--- src/rtl/riscv_defines.sv ---
package riscv_defines;

    // major opcodes handled by the execute stage
    localparam logic [6:0] OPC_OP     = 7'b0110011;
    localparam logic [6:0] OPC_OP_IMM = 7'b0010011;
    localparam logic [6:0] OPC_BRANCH = 7'b1100011;

    // branch conditions, 3'b010 and 3'b011 are unused by the ISA
    localparam logic [2:0] F3_BEQ  = 3'b000;
    localparam logic [2:0] F3_BNE  = 3'b001;
    localparam logic [2:0] F3_BLT  = 3'b100;
    localparam logic [2:0] F3_BGE  = 3'b101;
    localparam logic [2:0] F3_BLTU = 3'b110;
    localparam logic [2:0] F3_BGEU = 3'b111;

    localparam logic [6:0] F7_BASE   = 7'b0000000;
    localparam logic [6:0] F7_ALT    = 7'b0100000;
    localparam logic [6:0] F7_MULDIV = 7'b0000001;

    typedef enum logic [4:0] {
        ALU_ADD,
        ALU_SUB,
        ALU_SLT,
        ALU_SLTU,
        ALU_XOR,
        ALU_OR,
        ALU_AND,
        ALU_SLL,
        ALU_SRL,
        ALU_SRA,
        ALU_MUL,
        ALU_MULH,
        ALU_MULHSU,
        ALU_MULHU,
        ALU_DIV,
        ALU_DIVU,
        ALU_REM,
        ALU_REMU
    } alucontrol_t;

    typedef struct packed {
        logic [6:0] funct7;
        logic [4:0] rs2;
        logic [4:0] rs1;
        logic [2:0] funct3;
        logic [4:0] rd;
        logic [6:0] opcode;
    } r_fmt_t;

    typedef struct packed {
        logic [11:0] imm12;
        logic [4:0]  rs1;
        logic [2:0]  funct3;
        logic [4:0]  rd;
        logic [6:0]  opcode;
    } i_fmt_t;

    // the B-type immediate is scattered over the word, bit 0 is implied zero
    typedef struct packed {
        logic       imm_12;
        logic [5:0] imm_10_5;
        logic [4:0] rs2;
        logic [4:0] rs1;
        logic [2:0] funct3;
        logic [3:0] imm_4_1;
        logic       imm_11;
        logic [6:0] opcode;
    } b_fmt_t;

    typedef union packed {
        r_fmt_t r_fmt;
        i_fmt_t i_fmt;
        b_fmt_t b_fmt;
    } instr_t;

endpackage

--- src/rtl/branch_unit.sv ---
module branch_unit (
    input  riscv_defines::instr_t instr,
    input  logic [31:0]           pc,
    input  logic [31:0]           rs1_val,
    input  logic [31:0]           rs2_val,
    output logic                  taken,
    output logic [31:0]           target
);

    logic        eq;
    logic        lt;
    logic        ltu;
    logic [12:0] b_imm;

    assign eq  = (rs1_val == rs2_val);
    assign lt  = ($signed(rs1_val) < $signed(rs2_val));
    assign ltu = (rs1_val < rs2_val);

    assign b_imm = {
        instr.b_fmt.imm_12,
        instr.b_fmt.imm_11,
        instr.b_fmt.imm_10_5,
        instr.b_fmt.imm_4_1,
        1'b0
    };

    assign target = pc + {{19{b_imm[12]}}, b_imm};

    // raw condition, whether this is a legal branch at all is decided downstream
    always_comb begin
        case (instr.b_fmt.funct3)
            riscv_defines::F3_BEQ:  taken = eq;
            riscv_defines::F3_BNE:  taken = !eq;
            riscv_defines::F3_BLT:  taken = lt;
            riscv_defines::F3_BGE:  taken = !lt;
            riscv_defines::F3_BLTU: taken = ltu;
            riscv_defines::F3_BGEU: taken = !ltu;
            default:                taken = 1'b0;
        endcase
    end

endmodule

--- config.mk ---
export PLATFORM = sky130hd
export DESIGN_NAME = branch_unit
export DESIGN_NICKNAME = d
export VERILOG_FILES = /design/src/rtl/riscv_defines.sv /design/src/rtl/branch_unit.sv
export SDC_FILE = /design/constraint.sdc
export NUM_CORES = 1
export LEC_CHECK = 0
export ABC_AREA = 1
export BUFFER_PORTS_ARGS = -buffer_cell sky130_fd_sc_hd__buf_4
export CAP_MARGIN = 20
export CORE_ASPECT_RATIO = 1.75
export CORE_UTILIZATION = 50
export DETAILED_ROUTE_END_ITERATION = 8
export GPL_TIMING_DRIVEN = 0
export MAX_ROUTING_LAYER = met4
export PLACE_DENSITY = 0.95
export SKIP_LAST_GASP = 1
export SLEW_MARGIN = 0
export SYNTH_ARGS = -nofsm -noshare
export SYNTH_HDL_FRONTEND = slang
export SYNTH_SLANG_ARGS = --single-unit
--- constraint.sdc ---
create_clock -name vclk -period 4.1
set_input_delay 0.205 -clock vclk [all_inputs]
set_output_delay 0.205 -clock vclk [all_outputs]
set_load 0.02 [all_outputs]
After elaboration in Yosys (flattened, before gate mapping)
Cells that the tools add are included.
{"block": "word_totals", "ff_bits": 0, "latchBits": 0, "mem_bits_rw": 0, "romBits": 0, "inputBits": 128, "out_inout_bits": 33, "wordCells": 14, "memories": 0}
{"block": "op_classes", "addsub": 1, "mul": 0, "div": 0, "order_cmp": 2, "n_eq_ne": 6, "n_shift": 0, "n_mux": 1, "n_bitwise": 0, "n_reduce_logical": 4}
{"cell": "$lt A32 B32 Y1", "n": 2}
{"cell": "$add A32 B32 Y32", "n": 1}
{"cell": "$eq A32 B32 Y1", "n": 1}
{"cell": "$eq A3 B3 Y1 const B", "n": 4}
{"cell": "$pmux W1 S6", "n": 1}
{"cell": "$eq A3 B1 Y1 const B", "n": 1}
{"cell": "$logic_not A1 Y1", "n": 3}
{"cell": "$logic_not A3 Y1", "n": 1}

Longest topological paths before layout
{"block": "logic_depth", "depth_word": 3, "depth_mapped": 16, "ltp_nobuf": 16}

Worst setup path before layout
OpenSTA, ideal clock, no wires.
{"block": "synth_timing", "path_type": "input -> output", "startpoint": "input port instr[8] (netlist name)", "endpoint": "output port target[19]", "arrival_time_ps": 1797, "required_ps": 3895, "setup_slack_ps": 2098, "stages": 9, "n_path_buf": 0, "cell_sequence": "ha_1 inv_1 fa_1 o21ai_2 a21oi_2 o21ai_2 nand2_1 nand2_1 xor2_1"}
{"block": "synth_via", "elab_chain_cells": 1}
{"element": "start, declared", "line": "branch_unit.sv:2", "text": "input riscv_defines::instr_t instr,"}
{"element": "$add A32 B32 Y32", "line": "branch_unit.sv:27", "text": "assign target = pc + {{19{b_imm[12]}}, b_imm};"}
{"element": "end, declared", "line": "branch_unit.sv:7", "text": "output logic [31:0] target"}
Every way passes these cells.

Worst setup path after layout
Ends and elaborated chain as after synthesis.

==> results_dict.tcl <==
set metrics [dict create \
    status "complete, but fails checks" \
    violations "design-rule violations" \
    max_freq_ghz 0.431 \
    final_util 0.732 \
    cts_hold_buf 0 \
    io_buffers 143 \
    peakVddDrop_mv 0.157 \
    coreArea_um2 5260 \
    gr-total-overflow 0 \
    drt_iter0_markers 93 \
    avgSynthCellArea_um2 5.92 \
    synth_cells 457 \
    fin_area_um2 3850 \
    startpoint_type "primary input" \
    die_h_um 99.3 \
    first_pass_iters 7 \
    routedWlPerCell_um 12.6 \
    post_cts_buffers 0 \
    gp_congestion 0.943 \
    worstSetupPathType "primary input to output port" \
    powerDensity_nw_per_um2 168 \
    netlist_area_um2 2700 \
    grt_pass1_wl_mm 13.4 \
    synth_cell_types 27 \
    place_area_um2 3850 \
    worst-path-max-fanout 4 \
    hold_slack_ns 0.611 \
    antennaDiodeCount 0 \
    finalNetCount 793 \
    die_w_um 57.6 \
    synth_nets 648 \
    start_util 0.515 \
    rsz0062_at_grt "no" \
    slew_headroom 0.760 \
    regArea_um2 0 \
    slew_viol_final 0 \
    mostFrequentLayoutCells "buf_4 (144), nand2_1 (102), inv_1 (76), ha_1 (62), a21oi_1 (51)" \
    grt_max_degree 21 \
    yosysSeqAreaShare 0 \
    detail-route-antenna-nets 0 \
    drt-total-wl_mm 8.27 \
    drc 10 \
    crit_required_ns 3.89 \
    critical_path_arrival_ns 2.11 \
    dpl.hpwl_mm 7.54 \
    grt.total_usage 0.291 \
    drive_gt1_frac 0.258 \
    grt_pass1_vias 3434 \
    cts_resized 0 \
    syn_to_final_growth_pct 42.2 \
    ys_warn_count 0 \
    io_pins 161 \
    antenna_found_initial 0 \
    min_path_cells 2 \
    dp.cells 655 \
    hold_class "primary input to output port" \
    fin_setup_tns_ns 0 \
    worst_pin_slew_ns 0.360 \
    row_count 35 \
    nFlopsAndLatches 0 \
    cap_violations 0 \
    setup_violations 0 \
    final.min_clock_period_ns 2.32 \
    die_area_um2 5720 \
    final-hold-violation-count 0 \
    fin_cells 655 \
    min_period_over_period 0.566 \
    vias 3515 \
    final_common_cell "buf_4" \
    viasPerCell 5.37 \
    p_leak_nw 2.18 \
    endpoint_kind "output port" \
    nClkBuffers 0 \
]
==> through the flow <==
step | worst slack, ns | total power [W]
floorplan | 2.10 | 0.000384
global placement | 1.86 | 0.000629
detailed placement | 1.79 | 0.000644
CTS | 1.78 | 0.000647
global route | 1.58 | 0.000708
finish | 1.78 | 0.000645
==> per-layer routing <==
layer / global-route usage / vias up / wire length [um]
met5: - / - / 0
li1: - / 1812 / -
met4: 0.0994 / 0 / 280
met3: 0.0143 / 28 / 337
met1: 0.265 / 1559 / 2960
met2: 0.602 / 116 / 4690
==> cell type report <==
cell class,count,area (um2)
Timing Repair Buffer,143,1070
Multi-Input combinational cell,380,2410
Tap cell,55,68.8
Fill cell,463,1410
Buffer,1,7.51
Inverter,76,285
==> Yosys cell counts, types with 6 or more instances <==
cell	instances	area share
nor3_1	6	0.011
xnor2_1	11	0.036
o21bai_1	6	0.017
nand2_1	102	0.14
inv_1	76	0.11
xor2_1	14	0.045
ha_1	62	0.29
nand4_1	10	0.023
nand3_1	32	0.059
o21ai_0	13	0.024
o21a_1	9	0.025
a21oi_1	51	0.094
nor2_1	39	0.054
==> final timing paths <==
check / endpoint / start / slack, ns
min: target[0] / pc[0] / 0.61
max: target[19] / instr[8] / 1.78
==> power breakdown <==
part           leakage [nW]  internal (W)  switching [W]  total, W
Combinational          2.18      0.000290       0.000355  0.000645
Sequential                0             0              0         0
Clock                     0             0              0         0
==> kinds of logic after synthesis <==
group | synth area share
adders and majority gates | 0.294
xor gates and xnor gates | 0.0810
and+or+nand+nor | 0.306
buffers and inverters | 0.108
AOI/OAI and AO/OA | 0.211
==> worst max-delay path, stage by stage <==
cell     delay [ns]
buf_4          0.08
ha_1           0.16
inv_1          0.06
fa_1           0.42
o21ai_2        0.26
a21oi_2        0.13
o21ai_2        0.24
nand2_1        0.08
nand2_1        0.07
xor2_1         0.21
buf_4          0.18
(Power assumes the default switching activity.)
