[config.mk]
export PLATFORM = sky130hd
export DESIGN_NAME = exec_result
export DESIGN_NICKNAME = d
export VERILOG_FILES = /design/src/rtl/exec_result.sv
export SDC_FILE = /design/constraint.sdc
export NUM_CORES = 1
export LEC_CHECK = 0
export ABC_AREA = 1
export ABC_CLOCK_PERIOD_IN_PS = 800
export BUFFER_PORTS_ARGS = -buffer_cell sky130_fd_sc_hd__buf_2
export CAP_MARGIN = 20
export CORE_ASPECT_RATIO = 1.4
export CORE_UTILIZATION = 30
export CTS_CLUSTER_SIZE = 25
export DETAILED_ROUTE_END_ITERATION = 12
export GPL_TIMING_DRIVEN = 0
export SETUP_SLACK_MARGIN = 0.2
export SLEW_MARGIN = 5
export SYNTH_ARGS = -nofsm -noshare
export SYNTH_HDL_FRONTEND = slang
export SYNTH_SLANG_ARGS = --single-unit
[constraint.sdc]
create_clock -name clk -period 0.8 [get_ports clk]
set_input_delay 0.24 -clock clk [delete_from_list [all_inputs] [get_ports clk]]
set_output_delay 0.24 -clock clk [all_outputs]
set_load 0.05 [all_outputs]
[src/rtl/exec_result.sv]
module exec_result (
    input  logic        clk,
    input  logic        rst_n,
    input  logic        in_valid,
    input  logic [31:0] pc,
    input  logic [31:0] aluresult,
    input  logic        reg_write,
    input  logic        is_branch,
    input  logic        illegal_op,
    input  logic        taken,
    input  logic [31:0] target,
    output logic        out_valid,
    output logic [31:0] rd_data,
    output logic        rd_write,
    output logic [31:0] next_pc,
    output logic        illegal
);

    logic        redirect;
    logic [31:0] pc_plus4;

    // an illegal branch falls through like any other bad instruction
    assign redirect = is_branch && taken && !illegal_op;
    assign pc_plus4 = pc + 32'd4;

    always_ff @(posedge clk or negedge rst_n) begin
        if (!rst_n) begin
            out_valid <= 1'b0;
        end else begin
            out_valid <= in_valid;
        end
    end

    // results hold between strobes so they stay stable after the pulse
    always_ff @(posedge clk or negedge rst_n) begin
        if (!rst_n) begin
            rd_data  <= 32'b0;
            rd_write <= 1'b0;
            next_pc  <= 32'b0;
            illegal  <= 1'b0;
        end else if (in_valid) begin
            rd_data  <= aluresult;
            rd_write <= reg_write;
            next_pc  <= redirect ? target : pc_plus4;
            illegal  <= illegal_op;
        end
    end

endmodule

# Yosys cells after proc, flatten, opt, wreduce, memory -nomap -nowiden

Cells that the tools add are included.

$add $sub $neg: 1
$mul: 0
Divide/modulo/power cells: 0
$lt $le $gt $ge: 0
Equal/unequal tests: 0
Shifts and indexed selects: 0
Multiplexer cells: 1
Bitwise gates (word level): 0
Reduce and logical (&&, ||, !) cells: 3

Operators by type and width:

| kind                                                             | number |
|---|---|
| 32-bit by 3-bit adder with 32-bit output (second input constant) | 1 |
| 32-bit 2-to-1 mux                                                | 1 |
| 1-bit logical AND                                                | 2 |
| 1-bit logical NOT                                                | 1 |

Bits in registers: 67
Latch bits: 0
Bits in writable memories: 0
ROM bits: 0
Input port bits: 103
Output and inout port bits: 67
Word-level logic and storage cells: 10
Memories kept: 0

# Depth between registers and ports, before layout

Word-level depth: 3
Depth in mapped cells: 10
Gate-level depth less buffers: 10

# Worst setup path after synthesis

Ideal clock, no wire load.

Path kind: input to register
Start: input pc[2]
End: register next_pc[22]
Library setup time: 0.118 ns
Arrival time: 1.102 ns
Slack: -0.420 ns
Stages on the path: 10
Path buffers: 0
Cells stage by stage: ha_1 > nand2_2 > nor2_8 > nand2_8 > nor2_8 > nand2_1 > nand2_1 > nand3_1 > nand2_1 > nand2_1

Cells in the longest elaborated chain, start to end: 2

Ends and longest elaborated chain:

| item                                     | line | source |
|---|---|---|
| start: declaration                       | 5    | `input logic [31:0] pc,` |
| 32-bit by 3-bit adder with 32-bit output | 24   | `assign pc_plus4 = pc + 32'd4;` |
| 32-bit 2-to-1 mux                        | 44   | `next_pc <= redirect ? target : pc_plus4;` |
| end signal: assignment                   | 44   |  |
| end: declaration                         | 15   | `output logic [31:0] next_pc,` |

Every way passes these cells.
A chain may end at the register's enable or synchronous reset.

# Worst setup path in the final report

Start: register next_pc[6]
End: output next_pc[6]

No word-level cell between the ends.

==> impl_metrics.toml <==
[sta]
grt_setup_unrepaired = "true"
fmax_ghz = 0.868
fin_skew_ns = 0
slew_violations = 0
setup_ws_ns = -0.351
finalHoldViolCount = 21
period_share_pct = 144
tightest_slew_ns = 0.355
finalSetupViolCount = 96
relSlewSlack_pct = 76.3
layout_min_cycle_time_ns = 1.15
hold_ws_ns = -0.183

[placement]
hpwl_um = 9770
placedCellCount = 868
pre_cts_slack_ns = -0.691
place.gp.congestion = 0.849
io_buffers = 169

[power_and_ir_drop]
clkPwrFrac_pct = 34.0
p_comb_share_pct = 33.1
peakVddDrop_uv = 845
p_switching_mw = 4.25
pwr-share-seq_pct = 32.9
power_density_mw_per_mm2 = 1700
leakage_nw = 3.52
p_int_mw = 8.02
swShare_pct = 34.6
power.total_mw = 12.3

[worst_setup_path]
crit_fanout = 2
critPathSlowestCell = "dfrtp_2"
start_kind = "register"
cp.arrival_ns = 0.91
worstPathRequired_ns = 0.56
critPathKind = "register to primary output"
crit_chain = "buf_8"
critical_path.max_stage_delay_ns = 0.42
critPathBufInv = 1
cp_top_family = "flip-flops"
cp-end-kind = "primary output"
ff2ff_setup_slack_ns = -0.09

[clock_tree]
numCtsBuffers = 9
cts_buffer_depth = 2
cts_tree = "built"
clock_sinks = 67
path_clk_slew_ns = 0.06
cts_root_buffer = "clkbuf_16"
htreeDepth = 3
clock_latency_ns = 0.33

[global_route]
overflow = 0
grt_usage_pct = 21.4
grt_pass1_vias = 4352
antenna_found_initial = 0
grt_max_degree = 47
grt_pass1_wl_um = 22000

[finish]
drive_gt1_share_pct = 60.5
nNetsFinal = 874
syn_to_final_growth_pct = 89.9
fin_cells = 925
antenna_cells = 0

[detailed_routing]
routedWlPerCell_um = 15.8
vias = 4381
route.detailed.drc = 0
vias_per_cell = 4.74
drtAntennaViolNets = 0
drt-total-wl_um = 14600
dr.pass1.iters = 4
drt_iter0_drc = 212

[synth]
synth_cells = 548
netlist.area_leader.share_pct = 44.2
syn-mean-instance-area_sq_um = 6.93
synthesis.area_sq_mm = 0.00380
synth_ff_type = "dfrtp_1"
ys_types = 30
async_reset_ff_share_pct = 100
ys_warn_count = 0
yosys-top-cells-area = "dfrtp_1 44%, nand2_1 26%, nor2_1 6.9%, nand3_1 4.7%, inv_1 2.7%"
synth_nets = 652
synth-seq-area-share_pct = 44.2
yosysMostFrequentCell = "nand2_1"
synth_edf_count = 0
synth-seq-cells = 67
ys_top_cells_by_count = "262 x nand2_1, 70 x nor2_1, 67 x dfrtp_1"
yosysTopAreaCell = "dfrtp_1"

[worst_hold_path]
hp-class = "input pin to async pin"

[floorplanning]
rows = 48
die_w_um = 97.1
dieArea_sq_mm = 0.0131
core_area_sq_mm = 0.0123
die_h_um = 135
initial_core_util_pct = 30.8
io_pins = 170

[status]
run_status = "complete, but fails checks"
violations = "hold timing, setup timing"

[job]
cap_violations = 0
## what timing repair did
action,CTS,global route
hold endpoints to repair,21,21
pin swaps,82,52
buffers inserted,18,16
endpoints found under the setup margin,133,133
gates cloned,5,2
resized for setup,278,114
## routing by layer
layer | GRT usage [%] | part of all wire (%)
met1 | 23.9 | 37
met2 | 39.6 | 54
met3 | 3.83 | 6.0
met4 | 9.45 | 2.8
met5 | 0 | 0
## area by class of cell
| cell class | count | area [sq um] |
|---|---|---|
| fill | 1066 | 5100 |
| multi-input combinational | 432 | 2580 |
| timing repair buffer | 211 | 1960 |
| sequential | 67 | 1760 |
| buffer | 20 | 288 |
| clock buffer | 11 | 253 |
| tap | 150 | 188 |
| inverter | 29 | 123 |
| clock inverter | 5 | 60.1 |
## power by group through the flow
stage | registers (mW) | clock network [mW] | logic [mW]
finish | 4.03 | 4.17 | 4.06
floorplan | 5.18 | 0 | 0.758
CTS | 4.02 | 4.23 | 3.73
global route | 4.07 | 4.37 | 4.28
detailed placement | 3.99 | 0 | 2.94
global placement | 3.98 | 0 | 2.88
## registers in the layout, indices dropped and copies added (netlist names)
register / cells
illegal: 1
rd_write: 1
out_valid: 1
next_pc: 32
rd_data: 32
## kinds of logic (layout without fill, tap and decap cells)
family,after synthesis,count (layout),synth area share [%]
flip-flops,67,67,44.2
AO/OA/AOI/OAI,30,30,4.52
XOR/XNOR,4,4,0.923
buffers and inverters,49,276,5.54
AND/OR/NAND/NOR,397,397,44.5
adder cells (fa/ha/maj),1,1,0.330
## final timing paths
check	to	cells after the start	startpoint
setup / recovery	next_pc[6]	1	next_pc[6]$_DFFE_PN0P_
hold / removal	next_pc[4]$_DFFE_PN0P_	1	rst_n
setup reg to reg	next_pc[6]$_DFFE_PN0P_	4	next_pc[6]$_DFFE_PN0P_
hold reg to reg	rd_data[26]$_DFFE_PN0P_	2	rd_data[26]$_DFFE_PN0P_
max in group asynchronous	rd_data[26]$_DFFE_PN0P_	2	rst_n
min in group clk	out_valid$_DFF_PN0_	1	in_valid
## stage by stage
| step | instance area, sq um | setup TNS, ns | utilization, % |
|---|---|---|---|
| 2_1_floorplan | 4120 | -6.83 | - |
| 6_report | 7210 | -27.70 | 58.6 |
| 3_3_place_gp | 5150 | -91.10 | 41.8 |
| 3_5_place_dp | 5180 | -27.61 | 42.1 |
| 4_1_cts | 6640 | -26.72 | 53.9 |
| 5_1_grt | 7210 | -30.60 | 58.6 |
## cell usage in the layout, fill, tap and decap left out, types with 2 or more instances in the layout
master	synthesis	final
a21oi_2	0	6
inv_1	27	26
clkbuf_8	1	5
nand3_4	0	2
and2_1	2	2
o21ai_1	1	5
nand3_1	36	20
clkbuf_4	0	2
nor2_8	2	2
nor2_4	7	26
buf_12	0	8
nor2_2	5	9
nand3_2	0	14
nand2_8	1	5
o21ai_2	0	5
dfrtp_2	0	66
buf_2	4	73
nand2_1	262	190
clkinv_4	0	2
clkinvlp_4	0	2
buf_8	0	23
nor2_1	70	47
a31oi_1	3	3
clkbuf_16	0	13
clkbuf_2	0	2
nand2_4	1	17
buf_4	1	29
nand2_2	8	60
buf_6	1	86
o21bai_1	7	6
inv_6	0	2
a21oi_1	8	2
No activity file was read; power rests on OpenSTA's default activity.
