## src/rtl/riscv_defines.sv

```systemverilog
package riscv_defines;

    // major opcodes handled by the execute stage
    localparam logic [6:0] OPC_OP     = 7'b0110011;
    localparam logic [6:0] OPC_OP_IMM = 7'b0010011;
    localparam logic [6:0] OPC_BRANCH = 7'b1100011;

    // branch conditions, 3'b010 and 3'b011 are unused by the ISA
    localparam logic [2:0] F3_BEQ  = 3'b000;
    localparam logic [2:0] F3_BNE  = 3'b001;
    localparam logic [2:0] F3_BLT  = 3'b100;
    localparam logic [2:0] F3_BGE  = 3'b101;
    localparam logic [2:0] F3_BLTU = 3'b110;
    localparam logic [2:0] F3_BGEU = 3'b111;

    localparam logic [6:0] F7_BASE   = 7'b0000000;
    localparam logic [6:0] F7_ALT    = 7'b0100000;
    localparam logic [6:0] F7_MULDIV = 7'b0000001;

    typedef enum logic [4:0] {
        ALU_ADD,
        ALU_SUB,
        ALU_SLT,
        ALU_SLTU,
        ALU_XOR,
        ALU_OR,
        ALU_AND,
        ALU_SLL,
        ALU_SRL,
        ALU_SRA,
        ALU_MUL,
        ALU_MULH,
        ALU_MULHSU,
        ALU_MULHU,
        ALU_DIV,
        ALU_DIVU,
        ALU_REM,
        ALU_REMU
    } alucontrol_t;

    typedef struct packed {
        logic [6:0] funct7;
        logic [4:0] rs2;
        logic [4:0] rs1;
        logic [2:0] funct3;
        logic [4:0] rd;
        logic [6:0] opcode;
    } r_fmt_t;

    typedef struct packed {
        logic [11:0] imm12;
        logic [4:0]  rs1;
        logic [2:0]  funct3;
        logic [4:0]  rd;
        logic [6:0]  opcode;
    } i_fmt_t;

    // the B-type immediate is scattered over the word, bit 0 is implied zero
    typedef struct packed {
        logic       imm_12;
        logic [5:0] imm_10_5;
        logic [4:0] rs2;
        logic [4:0] rs1;
        logic [2:0] funct3;
        logic [3:0] imm_4_1;
        logic       imm_11;
        logic [6:0] opcode;
    } b_fmt_t;

    typedef union packed {
        r_fmt_t r_fmt;
        i_fmt_t i_fmt;
        b_fmt_t b_fmt;
    } instr_t;

endpackage

```

## src/rtl/alu_decoder.sv

```systemverilog
module alu_decoder (
    input  riscv_defines::instr_t      instr,
    input  logic [31:0]                rs2_val,
    output riscv_defines::alucontrol_t alucontrol,
    output logic [31:0]                op_b,
    output logic                       reg_write,
    output logic                       is_branch,
    output logic                       illegal_op
);

    logic [6:0]  opcode;
    logic [2:0]  funct3;
    logic [6:0]  funct7;
    logic [31:0] imm;
    logic        use_imm;
    logic        is_alu;

    assign opcode = instr.r_fmt.opcode;
    assign funct3 = instr.r_fmt.funct3;
    assign funct7 = instr.r_fmt.funct7;

    assign imm  = {{20{instr.i_fmt.imm12[11]}}, instr.i_fmt.imm12};
    assign op_b = use_imm ? imm : rs2_val;

    always_comb begin
        alucontrol = riscv_defines::ALU_ADD;
        use_imm    = 1'b0;
        is_alu     = 1'b0;
        is_branch  = 1'b0;
        illegal_op = 1'b0;
        case (opcode)
            riscv_defines::OPC_OP: begin
                is_alu = 1'b1;
                case (funct7)
                    riscv_defines::F7_BASE: begin
                        case (funct3)
                            3'b000:  alucontrol = riscv_defines::ALU_ADD;
                            3'b001:  alucontrol = riscv_defines::ALU_SLL;
                            3'b010:  alucontrol = riscv_defines::ALU_SLT;
                            3'b011:  alucontrol = riscv_defines::ALU_SLTU;
                            3'b100:  alucontrol = riscv_defines::ALU_XOR;
                            3'b101:  alucontrol = riscv_defines::ALU_SRL;
                            3'b110:  alucontrol = riscv_defines::ALU_OR;
                            default: alucontrol = riscv_defines::ALU_AND;
                        endcase
                    end
                    riscv_defines::F7_ALT: begin
                        if (funct3 == 3'b000) begin
                            alucontrol = riscv_defines::ALU_SUB;
                        end else if (funct3 == 3'b101) begin
                            alucontrol = riscv_defines::ALU_SRA;
                        end else begin
                            illegal_op = 1'b1;
                        end
                    end
                    riscv_defines::F7_MULDIV: begin
                        case (funct3)
                            3'b000:  alucontrol = riscv_defines::ALU_MUL;
                            3'b001:  alucontrol = riscv_defines::ALU_MULH;
                            3'b010:  alucontrol = riscv_defines::ALU_MULHSU;
                            3'b011:  alucontrol = riscv_defines::ALU_MULHU;
                            3'b100:  alucontrol = riscv_defines::ALU_DIV;
                            3'b101:  alucontrol = riscv_defines::ALU_DIVU;
                            3'b110:  alucontrol = riscv_defines::ALU_REM;
                            default: alucontrol = riscv_defines::ALU_REMU;
                        endcase
                    end
                    default: illegal_op = 1'b1;
                endcase
            end
            riscv_defines::OPC_OP_IMM: begin
                is_alu  = 1'b1;
                use_imm = 1'b1;
                // funct3 000 is always addi, there is no subtract with an immediate
                case (funct3)
                    3'b000:  alucontrol = riscv_defines::ALU_ADD;
                    3'b010:  alucontrol = riscv_defines::ALU_SLT;
                    3'b011:  alucontrol = riscv_defines::ALU_SLTU;
                    3'b100:  alucontrol = riscv_defines::ALU_XOR;
                    3'b110:  alucontrol = riscv_defines::ALU_OR;
                    3'b111:  alucontrol = riscv_defines::ALU_AND;
                    3'b001: begin
                        alucontrol = riscv_defines::ALU_SLL;
                        illegal_op = (funct7 != riscv_defines::F7_BASE);
                    end
                    default: begin
                        // shift right, funct7 bit 5 picks arithmetic
                        alucontrol = funct7[5] ? riscv_defines::ALU_SRA
                                               : riscv_defines::ALU_SRL;
                        illegal_op = (funct7 != riscv_defines::F7_BASE) &&
                                     (funct7 != riscv_defines::F7_ALT);
                    end
                endcase
            end
            riscv_defines::OPC_BRANCH: begin
                is_branch  = 1'b1;
                illegal_op = (funct3 == 3'b010) || (funct3 == 3'b011);
            end
            default: illegal_op = 1'b1;
        endcase
    end

    // writes to x0 are dropped here so later stages never see them
    assign reg_write = is_alu && !illegal_op && (instr.r_fmt.rd != 5'd0);

endmodule

```

## config.mk

```make
export PLATFORM = sky130hd
export DESIGN_NAME = alu_decoder
export DESIGN_NICKNAME = d
export VERILOG_FILES = /design/src/rtl/riscv_defines.sv /design/src/rtl/alu_decoder.sv
export SDC_FILE = /design/constraint.sdc
export NUM_CORES = 1
export LEC_CHECK = 0
export BUFFER_PORTS_ARGS = -buffer_cell sky130_fd_sc_hd__buf_2
export CAP_MARGIN = 20
export CORE_MARGIN = 2
export CORE_UTILIZATION = 33
export DETAILED_ROUTE_END_ITERATION = 12
export PLACE_DENSITY = 0.95
export SLEW_MARGIN = 20
export SYNTH_ARGS = -nofsm -noshare
export SYNTH_HDL_FRONTEND = slang
export SYNTH_SLANG_ARGS = --single-unit
```

## constraint.sdc

```tcl
create_clock -name vclk -period 2.9
set_input_delay 0.435 -clock vclk [all_inputs]
set_output_delay 0.435 -clock vclk [all_outputs]
set_load 0.005 [all_outputs]
```

# ---- Word-level counts from Yosys, hierarchy flattened
# Index checks and enable logic that the tools add are counted.
dict set report word_totals {
  ff_bits 0
  out_inout_bits 40
}
dict set report classes {
  reduce_logical 12
  n_eq_ne 13
  n_mux 17
}
# op count
set op_table {}
lappend op_table {{$pmux W4 S7} 2}
lappend op_table {{$pmux W5 S7} 1}
lappend op_table {{$mux W32} 1}
lappend op_table {{$pmux W5 S3} 1}
lappend op_table {{$eq A7 B6 Y1 const B} 2}
lappend op_table {{$eq A3 B3 Y1 const B} 4}
lappend op_table {{$pmux W5 S2} 1}
lappend op_table {{$mux W4} 2}
lappend op_table {{$eq A7 B1 Y1 const B} 1}
lappend op_table {{$eq A7 B5 Y1 const B} 1}
lappend op_table {{$eq A7 B7 Y1 const B} 1}
lappend op_table {{$logic_not A7 Y1} 1}
lappend op_table {{$ne A7 B6 Y1 const B} 1}
lappend op_table {{$reduce_bool A7 Y1} 1}
lappend op_table {{$eq A3 B2 Y1 const B} 2}
lappend op_table {{$mux W1} 6}
lappend op_table {{$reduce_or A6 Y1} 1}
lappend op_table {{$reduce_bool A5 Y1} 1}
lappend op_table {{$pmux W1 S2} 2}
lappend op_table {{$reduce_or A2 Y1} 2}
lappend op_table {{$eq A3 B1 Y1 const B} 1}
lappend op_table {{$logic_and A1 B1 Y1} 3}
lappend op_table {{$logic_not A3 Y1} 1}
lappend op_table {{$pmux W1 S3} 1}
lappend op_table {{2 further kinds} 2}

# ---- Depth between registers and ports, before layout
# Gate-level depths: netlist of run 1.
dict set report depth {
  depth_word 8
  ltp_mapped 5
}

# ---- Worst setup path after synthesis of run 1
# Ideal clock, no wire load.
dict set report synth_timing {
  path_type {input port to output port}
  from {input instr[26] (netlist bit)}
  to {output alucontrol[2]}
  cell_stages 4
  required_time_ns 2.465
  arrival_ns 1.889
  setup_slack_ns 0.576
  path_buffers 0
  cell_sequence {or3_4 > or3_1 > or4_4 > a32oi_1}
}
dict set report synth_via {
  elab_chain_cells 3
  elab_cells_between_ends 5
}
# item line_no
set synth_lines {}
lappend synth_lines {{start: declaration} alu_decoder.sv:2} ;# input riscv_defines::instr_t instr,
lappend synth_lines {{$eq A7 B1 Y1 (tied with other cells)} alu_decoder.sv:34} ;# case (funct7)
lappend synth_lines {{$pmux W5 S3 *} alu_decoder.sv:34}
lappend synth_lines {{$pmux W5 S2 *} alu_decoder.sv:31} ;# case (opcode)
lappend synth_lines {{end: declaration} alu_decoder.sv:4} ;# output riscv_defines::alucontrol_t alucontrol,
# Mark *: on every way between the ends. The rest lies on a longest branch, timed or not.

# ---- Final worst setup path of run 1
# Ends and elaborated chain as after synthesis.

==> impl_metrics.env, run 1 <==
export IMPL_final_area_sq_mm=0.001190
export IMPL_insertedDiodeCount=0
export IMPL_synth_area_sq_um=665.6
export IMPL_timing_final_hold_violations=0
export IMPL_via_per_inst=5.241
export IMPL_peakVddDrop_uv=67.78
export IMPL_cts_hold_buf=0
export IMPL_die_y_um=48.91
export IMPL_grt_overflow_total=0
export IMPL_grt_setup_unrepaired="false"
export IMPL_cp_arrival_ns=2.17
export IMPL_powerDensity_mw_per_mm2=103.9
export IMPL_slew_violations=0
export IMPL_synth_nets=154
export IMPL_fillers=189
export IMPL_grt_pass1_wl_mm=4.388
export IMPL_die_w_um=48.91
export IMPL_drc=0
export IMPL_cts_setup_buffers=0
export IMPL_seq_area_frac_synth_pct=0
export IMPL_rows=16
export IMPL_setup_viol=0
export IMPL_antenna_found_initial=0
export IMPL_worst_hold_path_type="input pin to output port"
export IMPL_crit_path_end_kind="output port"
export IMPL_seq_cell_count=0
export IMPL_start_util_pct=34.64
export IMPL_post_route_period_util_pct=89.89
export IMPL_placed_cell_area_sq_mm=0.001190
export IMPL_drive_above_1_share_pct=60.54
export IMPL_port_buffers=99
export IMPL_grt_pass1_vias=1079
export IMPL_wl_per_cell_um=13.02
export IMPL_core_region_area_sq_mm=0.001922
export IMPL_netlist_instances=90
export IMPL_drt_wl_total_mm=2.761
export IMPL_synth_area_per_cell_sq_um=7.396
export IMPL_clkbuf_count=0
export IMPL_cp_start_kind="input pin"
export IMPL_nets=251
export IMPL_fmax_mhz=383.6
export IMPL_period_minus_slack_ns=2.607
export IMPL_grt_max_degree=33
export IMPL_ff_latch_area_sq_um=0
export IMPL_syn2layout_area_growth_pct=78.76
export IMPL_worstPathRequired_ns=2.47
export IMPL_total_power_uw=123.6
export IMPL_setup_tns_ns=0
export IMPL_multi_input_area_sq_um=630.6
export IMPL_gp_routability_congestion=0.8519
export IMPL_max_slew_margin_pct=65.06
export IMPL_min_to="op_b[11]"
export IMPL_ys_types=41
export IMPL_hp_start="rs2_val[11]"
export IMPL_ant_nets=0
export IMPL_outcome="completed"
export IMPL_io_pins=104
export IMPL_drv_cap=0
export IMPL_worstSetupPathType="input pin to output port"
export IMPL_min_path_cells=3
export IMPL_hpwlAfterDp_mm=2.379
export IMPL_track_usage_pct=21.85
export IMPL_cts_resized=0
export IMPL_fp_dieArea_sq_mm=0.002392
export IMPL_dr_pass1_iters=4
export IMPL_ys_warn_count=0
export IMPL_vias=1111
export IMPL_power_leakage_uw=0.0007244
export IMPL_drt_initial_drc_count=16
export IMPL_critPathMaxFanout=5
export IMPL_worst_pin_slew_ns=0.5108
-- worst max-delay path, cell delays in order --
cell	delay, ns
buf_2	0.11
or3_4	0.40
or3_1	0.39
or4_4	0.50
a32oi_1	0.20
buf_2	0.14
-- synthesized netlist by cell type (all sizes together), types with 2 or more instances --
cell type	n	share of area, %
a21o	21	24
clkbuf	6	3.4
inv	2	1.1
mux2	11	19
nand2	4	3.4
nand2b	3	2.8
nand3	4	3.0
nand3b	2	2.3
nor2	4	2.6
nor2b	3	2.8
nor3	2	1.5
o21ai	3	2.3
or3	2	2.6
or4	2	2.8
-- cells by family (layout without fill, tap and decap cells) --
| kind of cell | after synthesis | after routing | synth area share [%] |
|---|---|---|---|
| buf+inv | 9 | 104 | 5.263 |
| simple gates | 32 | 32 | 31.58 |
| compound gates | 35 | 35 | 40.23 |
| mux | 12 | 12 | 20.11 |
| xor+xnor | 1 | 1 | 1.316 |
| fa+ha+maj | 1 | 1 | 1.504 |
-- final cells by class --
class	count	area share, %
multi-input combinational	81	53.00
timing repair buffer	102	43.53
tap	27	2.839
inverter	2	0.6309
-- per-stage QoR --
stage | std cells | hold slack [ns] | util (%) | setup slack, ns
2_1_floorplan | 90 | 0.9681 | - | 0.5763
3_3_place_gp | 212 | 1.127 | 61.91 | 0.3002
3_5_place_dp | 212 | 1.131 | 61.91 | 0.2913
4_1_cts | 212 | 1.134 | 61.91 | 0.2913
5_1_grt | 212 | 1.141 | 61.91 | 0.2234
6_report | 212 | 1.132 | 61.91 | 0.2933
-- report_power, final --
| group | switching (uW) | leakage, uW | internal (uW) |
|---|---|---|---|
| logic | 51.6 | 0.000724 | 72.0 |
| registers | 0 | 0 | 0 |
| clock network | 0 | 0 | 0 |
-- cell usage in the layout (no fill, tap or decap), drive strengths merged, types with 3 or more instances in the layout --
cell type,instances
o21ai,3
a21o,21
nand2b,3
nand3,4
nor2b,3
mux2,11
nand2,4
nor2,4
buf,102
-- how the worst max path moves through the flow --
stage          cells past startpoint            end  slack [ns]  startpoint
5_1_grt                            6  alucontrol[2]        0.22   instr[26]
3_5_place_dp                       6  alucontrol[2]        0.29   instr[26]
2_1_floorplan                      4  alucontrol[2]        0.58   instr[26]
3_3_place_gp                       6  alucontrol[2]        0.30   instr[26]
4_1_cts                            6  alucontrol[2]        0.29   instr[26]
6_report                           6  alucontrol[2]        0.29   instr[26]
-- routing by layer --
metal  wire length (um)  track usage, %  part of all wire (%)  vias to the layer above
met5                  0               0                     0                        -
met4                 14           3.333                  0.51                        0
met3                219           3.681                   7.9                        2
met2               1514           44.98                    55                       57
met1               1012           22.96                    37                      509
li1                   -               -                     -                      543
Power figures use the tool's default switching activity.
==> inputs of run 2 (changes only) <==
==> constraint.sdc (replaced) <==
create_clock -name vclk -period 3.1
set_input_delay 0.465 -clock vclk [all_inputs]
set_output_delay 0.465 -clock vclk [all_outputs]
set_load 0.005 [all_outputs]
==> impl_metrics.env, run 2 (synthesis gave the netlist of run 1 again) <==
export IMPL_crit_path_end_kind="output port"
export IMPL_grt_pass1_wl_mm=4.284
export IMPL_power_switching_uw=47.90
export IMPL_cts_resized=0
export IMPL_track_usage_pct=21.40
export IMPL_max_slew_margin_pct=54.14
export IMPL_grt_max_degree=33
export IMPL_min_to="op_b[23]"
export IMPL_io_pins=104
export IMPL_core_region_area_sq_mm=0.001922
export IMPL_path_common_cell="buf_2"
export IMPL_fmax_mhz=376.8
export IMPL_grt_pass1_vias=1000
export IMPL_drv_cap=0
export IMPL_cpMaxStageDelayCell="or4_4"
export IMPL_timing_final_hold_violations=0
export IMPL_hp_start="rs2_val[23]"
export IMPL_start_util_pct=34.64
export IMPL_crit_family="simple AND/OR/NAND/NOR gates"
export IMPL_crit_chain="buf_2 -> or3_4 -> or3_1 -> or4_4 -> a32oi_1 -> buf_2"
export IMPL_grt_overflow_total=0
export IMPL_holdWs_ns=1.192
export IMPL_power_share_combinational_pct=100.0
export IMPL_drive_above_1_share_pct=60.33
export IMPL_setup_viol=0
export IMPL_pre_cts_ws_ns=0.4396
export IMPL_cts_hold_buf=0
export IMPL_grt_setup_unrepaired="false"
export IMPL_die_y_um=48.91
export IMPL_vias=1078
export IMPL_critPathMaxFanout=5
export IMPL_wl_per_cell_um=12.73
export IMPL_insertedDiodeCount=0
export IMPL_placed_cell_area_sq_mm=0.001182
export IMPL_worstPathRequired_ns=2.63
export IMPL_drt_wl_total_mm=2.685
export IMPL_via_per_inst=5.109
export IMPL_clkbuf_count=0
export IMPL_powerDensity_mw_per_mm2=97.42
export IMPL_die_w_um=48.91
export IMPL_final_common_cell="buf_2"
export IMPL_hpwlAfterDp_mm=2.297
export IMPL_antenna_found_initial=0
export IMPL_rows=16
export IMPL_min_path_cells=3
export IMPL_fp_dieArea_sq_mm=0.002392
export IMPL_syn2layout_area_growth_pct=77.63
export IMPL_seq_cell_count=0
export IMPL_slew_violations=0
export IMPL_setup_tns_ns=0
export IMPL_slowest_delay_ns=0.49
export IMPL_gp_routability_congestion=0.8478
export IMPL_worst_pin_slew_ns=0.6879
export IMPL_drc=0
export IMPL_fin_ws_ns=0.4460
export IMPL_layout_common_cells="buf_2, a21o_1, mux2_1"
export IMPL_outcome="completed"
export IMPL_nets=250
export IMPL_post_place_cells=211
export IMPL_peakVddDrop_uv=62.97
export IMPL_worst_hold_path_type="input pin to output port"
export IMPL_p_clk_share_pct=0
export IMPL_cts_setup_buffers=0
export IMPL_power_leakage_uw=0.0007189
export IMPL_port_buffers=99
export IMPL_cp_arrival_ns=2.19
export IMPL_worstSetupPathType="input pin to output port"
export IMPL_dr_pass1_iters=4
export IMPL_sequentialPowerShare_pct=0
export IMPL_final_area_sq_mm=0.001182
export IMPL_ff_latch_area_sq_um=0
export IMPL_ant_nets=0
export IMPL_drt_initial_drc_count=17
export IMPL_path_buf_inv=2
export IMPL_post_route_period_util_pct=85.61
export IMPL_p_int_uw=67.29
export IMPL_fin_cells=211
export IMPL_cp_start_kind="input pin"
export IMPL_swShare_pct=41.59
export IMPL_period_minus_slack_ns=2.654
-- run 2: cell types whose count changed in the layout (fill, tap and decap cells not counted) --
cell / before / now
buf_4: 3 / 2
-- run 2: cell type report --
cell class,instances,area [sq um]
fill,200,739.5
inverter,2,7.507
multi-input combinational,81,630.6
tap,27,33.78
timing repair buffer,101,510.5
-- run 2: power groups by stage --
stage                     clock network (uW)  registers [uW]  logic, uW
final                                      0               0        115
after global routing                       0               0        127
after CTS                                  0               0        116
after detailed placement                   0               0        115
after global placement                     0               0        111
after floorplan                            0               0       47.9
-- run 2: worst max path at each step --
stage	startpoint	to	slack (ns)	depth (start not counted)
after floorplan	instr[26]	alucontrol[2]	0.72	4
after detailed placement	instr[26]	alucontrol[2]	0.44	6
after global routing	instr[26]	alucontrol[2]	0.38	6
after global placement	instr[26]	alucontrol[2]	0.44	6
after CTS	instr[26]	alucontrol[2]	0.44	6
final	instr[26]	alucontrol[2]	0.45	6
-- run 2: through the flow --
step	util [%]	total power [uW]
after global routing	61.52	127.2
final	61.52	115.2
after detailed placement	61.52	115.2
after CTS	61.52	115.7
after floorplan	-	47.87
after global placement	61.52	111.2
-- run 2: metal layers --
layer | part of all wire (%) | wire, um | track usage, % | vias up
met5 | 0 | 0 | 0 | -
met4 | 0 | 0 | 1.429 | 0
met3 | 7.6 | 204 | 3.374 | 0
met2 | 53 | 1430 | 44.52 | 50
met1 | 39 | 1049 | 22.96 | 486
li1 | - | - | - | 542
==> inputs of run 3 (changes only) <==
--- a/config.mk
+++ b/config.mk
@@ -10,7 +10,7 @@
 export CORE_MARGIN = 2
 export CORE_UTILIZATION = 33
 export DETAILED_ROUTE_END_ITERATION = 12
-export PLACE_DENSITY = 0.95
+export PLACE_DENSITY = 0.91
 export SLEW_MARGIN = 20
 export SYNTH_ARGS = -nofsm -noshare
 export SYNTH_HDL_FRONTEND = slang
==> impl_metrics.env, run 3 (synthesis gave the netlist of run 1 again) <==
export IMPL_cts_hold_buf=0
export IMPL_setup_viol=0
export IMPL_grt_max_degree=33
export IMPL_dr_pass1_iters=4
export IMPL_startpoint="instr[26]"
export IMPL_hpwlAfterDp_mm=2.199
export IMPL_drt_initial_drc_count=18
export IMPL_outcome="completed"
export IMPL_core_region_area_sq_mm=0.001922
export IMPL_layout_common_cells="buf_2, a21o_1, mux2_1"
export IMPL_cp_start_kind="input pin"
export IMPL_worstPathRequired_ns=2.63
export IMPL_fmax_mhz=378.0
export IMPL_final_common_cell="buf_2"
export IMPL_powerDensity_mw_per_mm2=96.36
export IMPL_vias=1048
export IMPL_seq_cell_count=0
export IMPL_io_pins=104
export IMPL_track_usage_pct=19.60
export IMPL_worstSetupPathType="input pin to output port"
export IMPL_drive_above_1_share_pct=60.54
export IMPL_worst_pin_slew_ns=0.4169
export IMPL_via_per_inst=4.943
export IMPL_port_buffers=99
export IMPL_fin_ws_ns=0.4542
export IMPL_fillers=189
export IMPL_pre_cts_ws_ns=0.4473
export IMPL_clkbuf_count=0
export IMPL_cp_arrival_ns=2.18
export IMPL_post_route_period_util_pct=85.35
export IMPL_die_y_um=48.91
export IMPL_timing_final_hold_violations=0
export IMPL_peakVddDrop_uv=63.91
export IMPL_drv_cap=0
export IMPL_grt_overflow_total=0
export IMPL_crit_path_end_kind="output port"
export IMPL_slew_violations=0
export IMPL_start_util_pct=34.64
export IMPL_fp_dieArea_sq_mm=0.002392
export IMPL_nets=251
export IMPL_die_w_um=48.91
export IMPL_endpoint="alucontrol[2]"
export IMPL_rows=16
export IMPL_ant_nets=0
export IMPL_drt_wl_total_mm=2.562
export IMPL_gp_routability_congestion=0.7600
export IMPL_period_minus_slack_ns=2.646
export IMPL_worst_hold_path_type="input pin to output port"
export IMPL_cts_resized=0
export IMPL_critPathMaxFanout=5
export IMPL_max_slew_margin_pct=71.49
export IMPL_grt_pass1_wl_mm=3.988
export IMPL_setup_tns_ns=0
export IMPL_multi_input_area_sq_um=630.6
export IMPL_syn2layout_area_growth_pct=78.76
export IMPL_grt_pass1_vias=984
export IMPL_insertedDiodeCount=0
export IMPL_min_path_cells=3
export IMPL_power_leakage_uw=0.0007244
export IMPL_cts_setup_buffers=0
export IMPL_grt_setup_unrepaired="false"
export IMPL_drc=0
export IMPL_wl_per_cell_um=12.08
export IMPL_antenna_found_initial=0
export IMPL_ff_latch_area_sq_um=0
==> run 3: worst min-delay path by stage <==
stage,to,slack (ns),from
floorplan,op_b[11],1.03,rs2_val[11]
global route,op_b[12],1.20,rs2_val[12]
detailed placement,op_b[15],1.19,rs2_val[15]
global placement,op_b[16],1.19,rs2_val[16]
finish,op_b[15],1.19,rs2_val[15]
CTS,op_b[15],1.19,rs2_val[15]
==> run 3: through the flow <==
step | hold WS, ns | power, uW | instance area, sq um | std cells | util, %
6_report | 1.191 | 114.7 | 1190 | 212 | 61.91
5_1_grt | 1.196 | 126.5 | 1190 | 212 | 61.91
4_1_cts | 1.191 | 115.2 | 1190 | 212 | 61.91
3_5_place_dp | 1.189 | 114.5 | 1190 | 212 | 61.91
3_3_place_gp | 1.186 | 112.1 | 1190 | 212 | 61.91
2_1_floorplan | 1.028 | 47.87 | 665.6 | 90 | -
==> run 3: area by class of cell <==
class                           count  share of cell area (%)
Inverter                            2                  0.6309
Multi-Input combinational cell     81                   53.00
Timing Repair Buffer              102                   43.53
Tap cell                           27                   2.839
==> run 3: power breakdown <==
part	internal, uW	total (uW)	switching [uW]
Clock	0	0	0
Combinational	67.4	115	47.3
Sequential	0	0	0
Total	67.4	115	47.3
==> run 3: critical path, cell delays in order <==
cell and delay [ns]:
buf_2 0.11, or3_4 0.40, or3_1 0.38, or4_4 0.49, a32oi_1 0.20, buf_2 0.14
==> run 3: per-layer routing <==
layer / up-vias / track usage, % / wire length, um
met4: 0 / 0.4762 / 0
met1: 454 / 22.59 / 1016
met3: 0 / 2.454 / 200
met2: 50 / 39.73 / 1344
met5: - / 0 / 0
li1: 544 / - / -
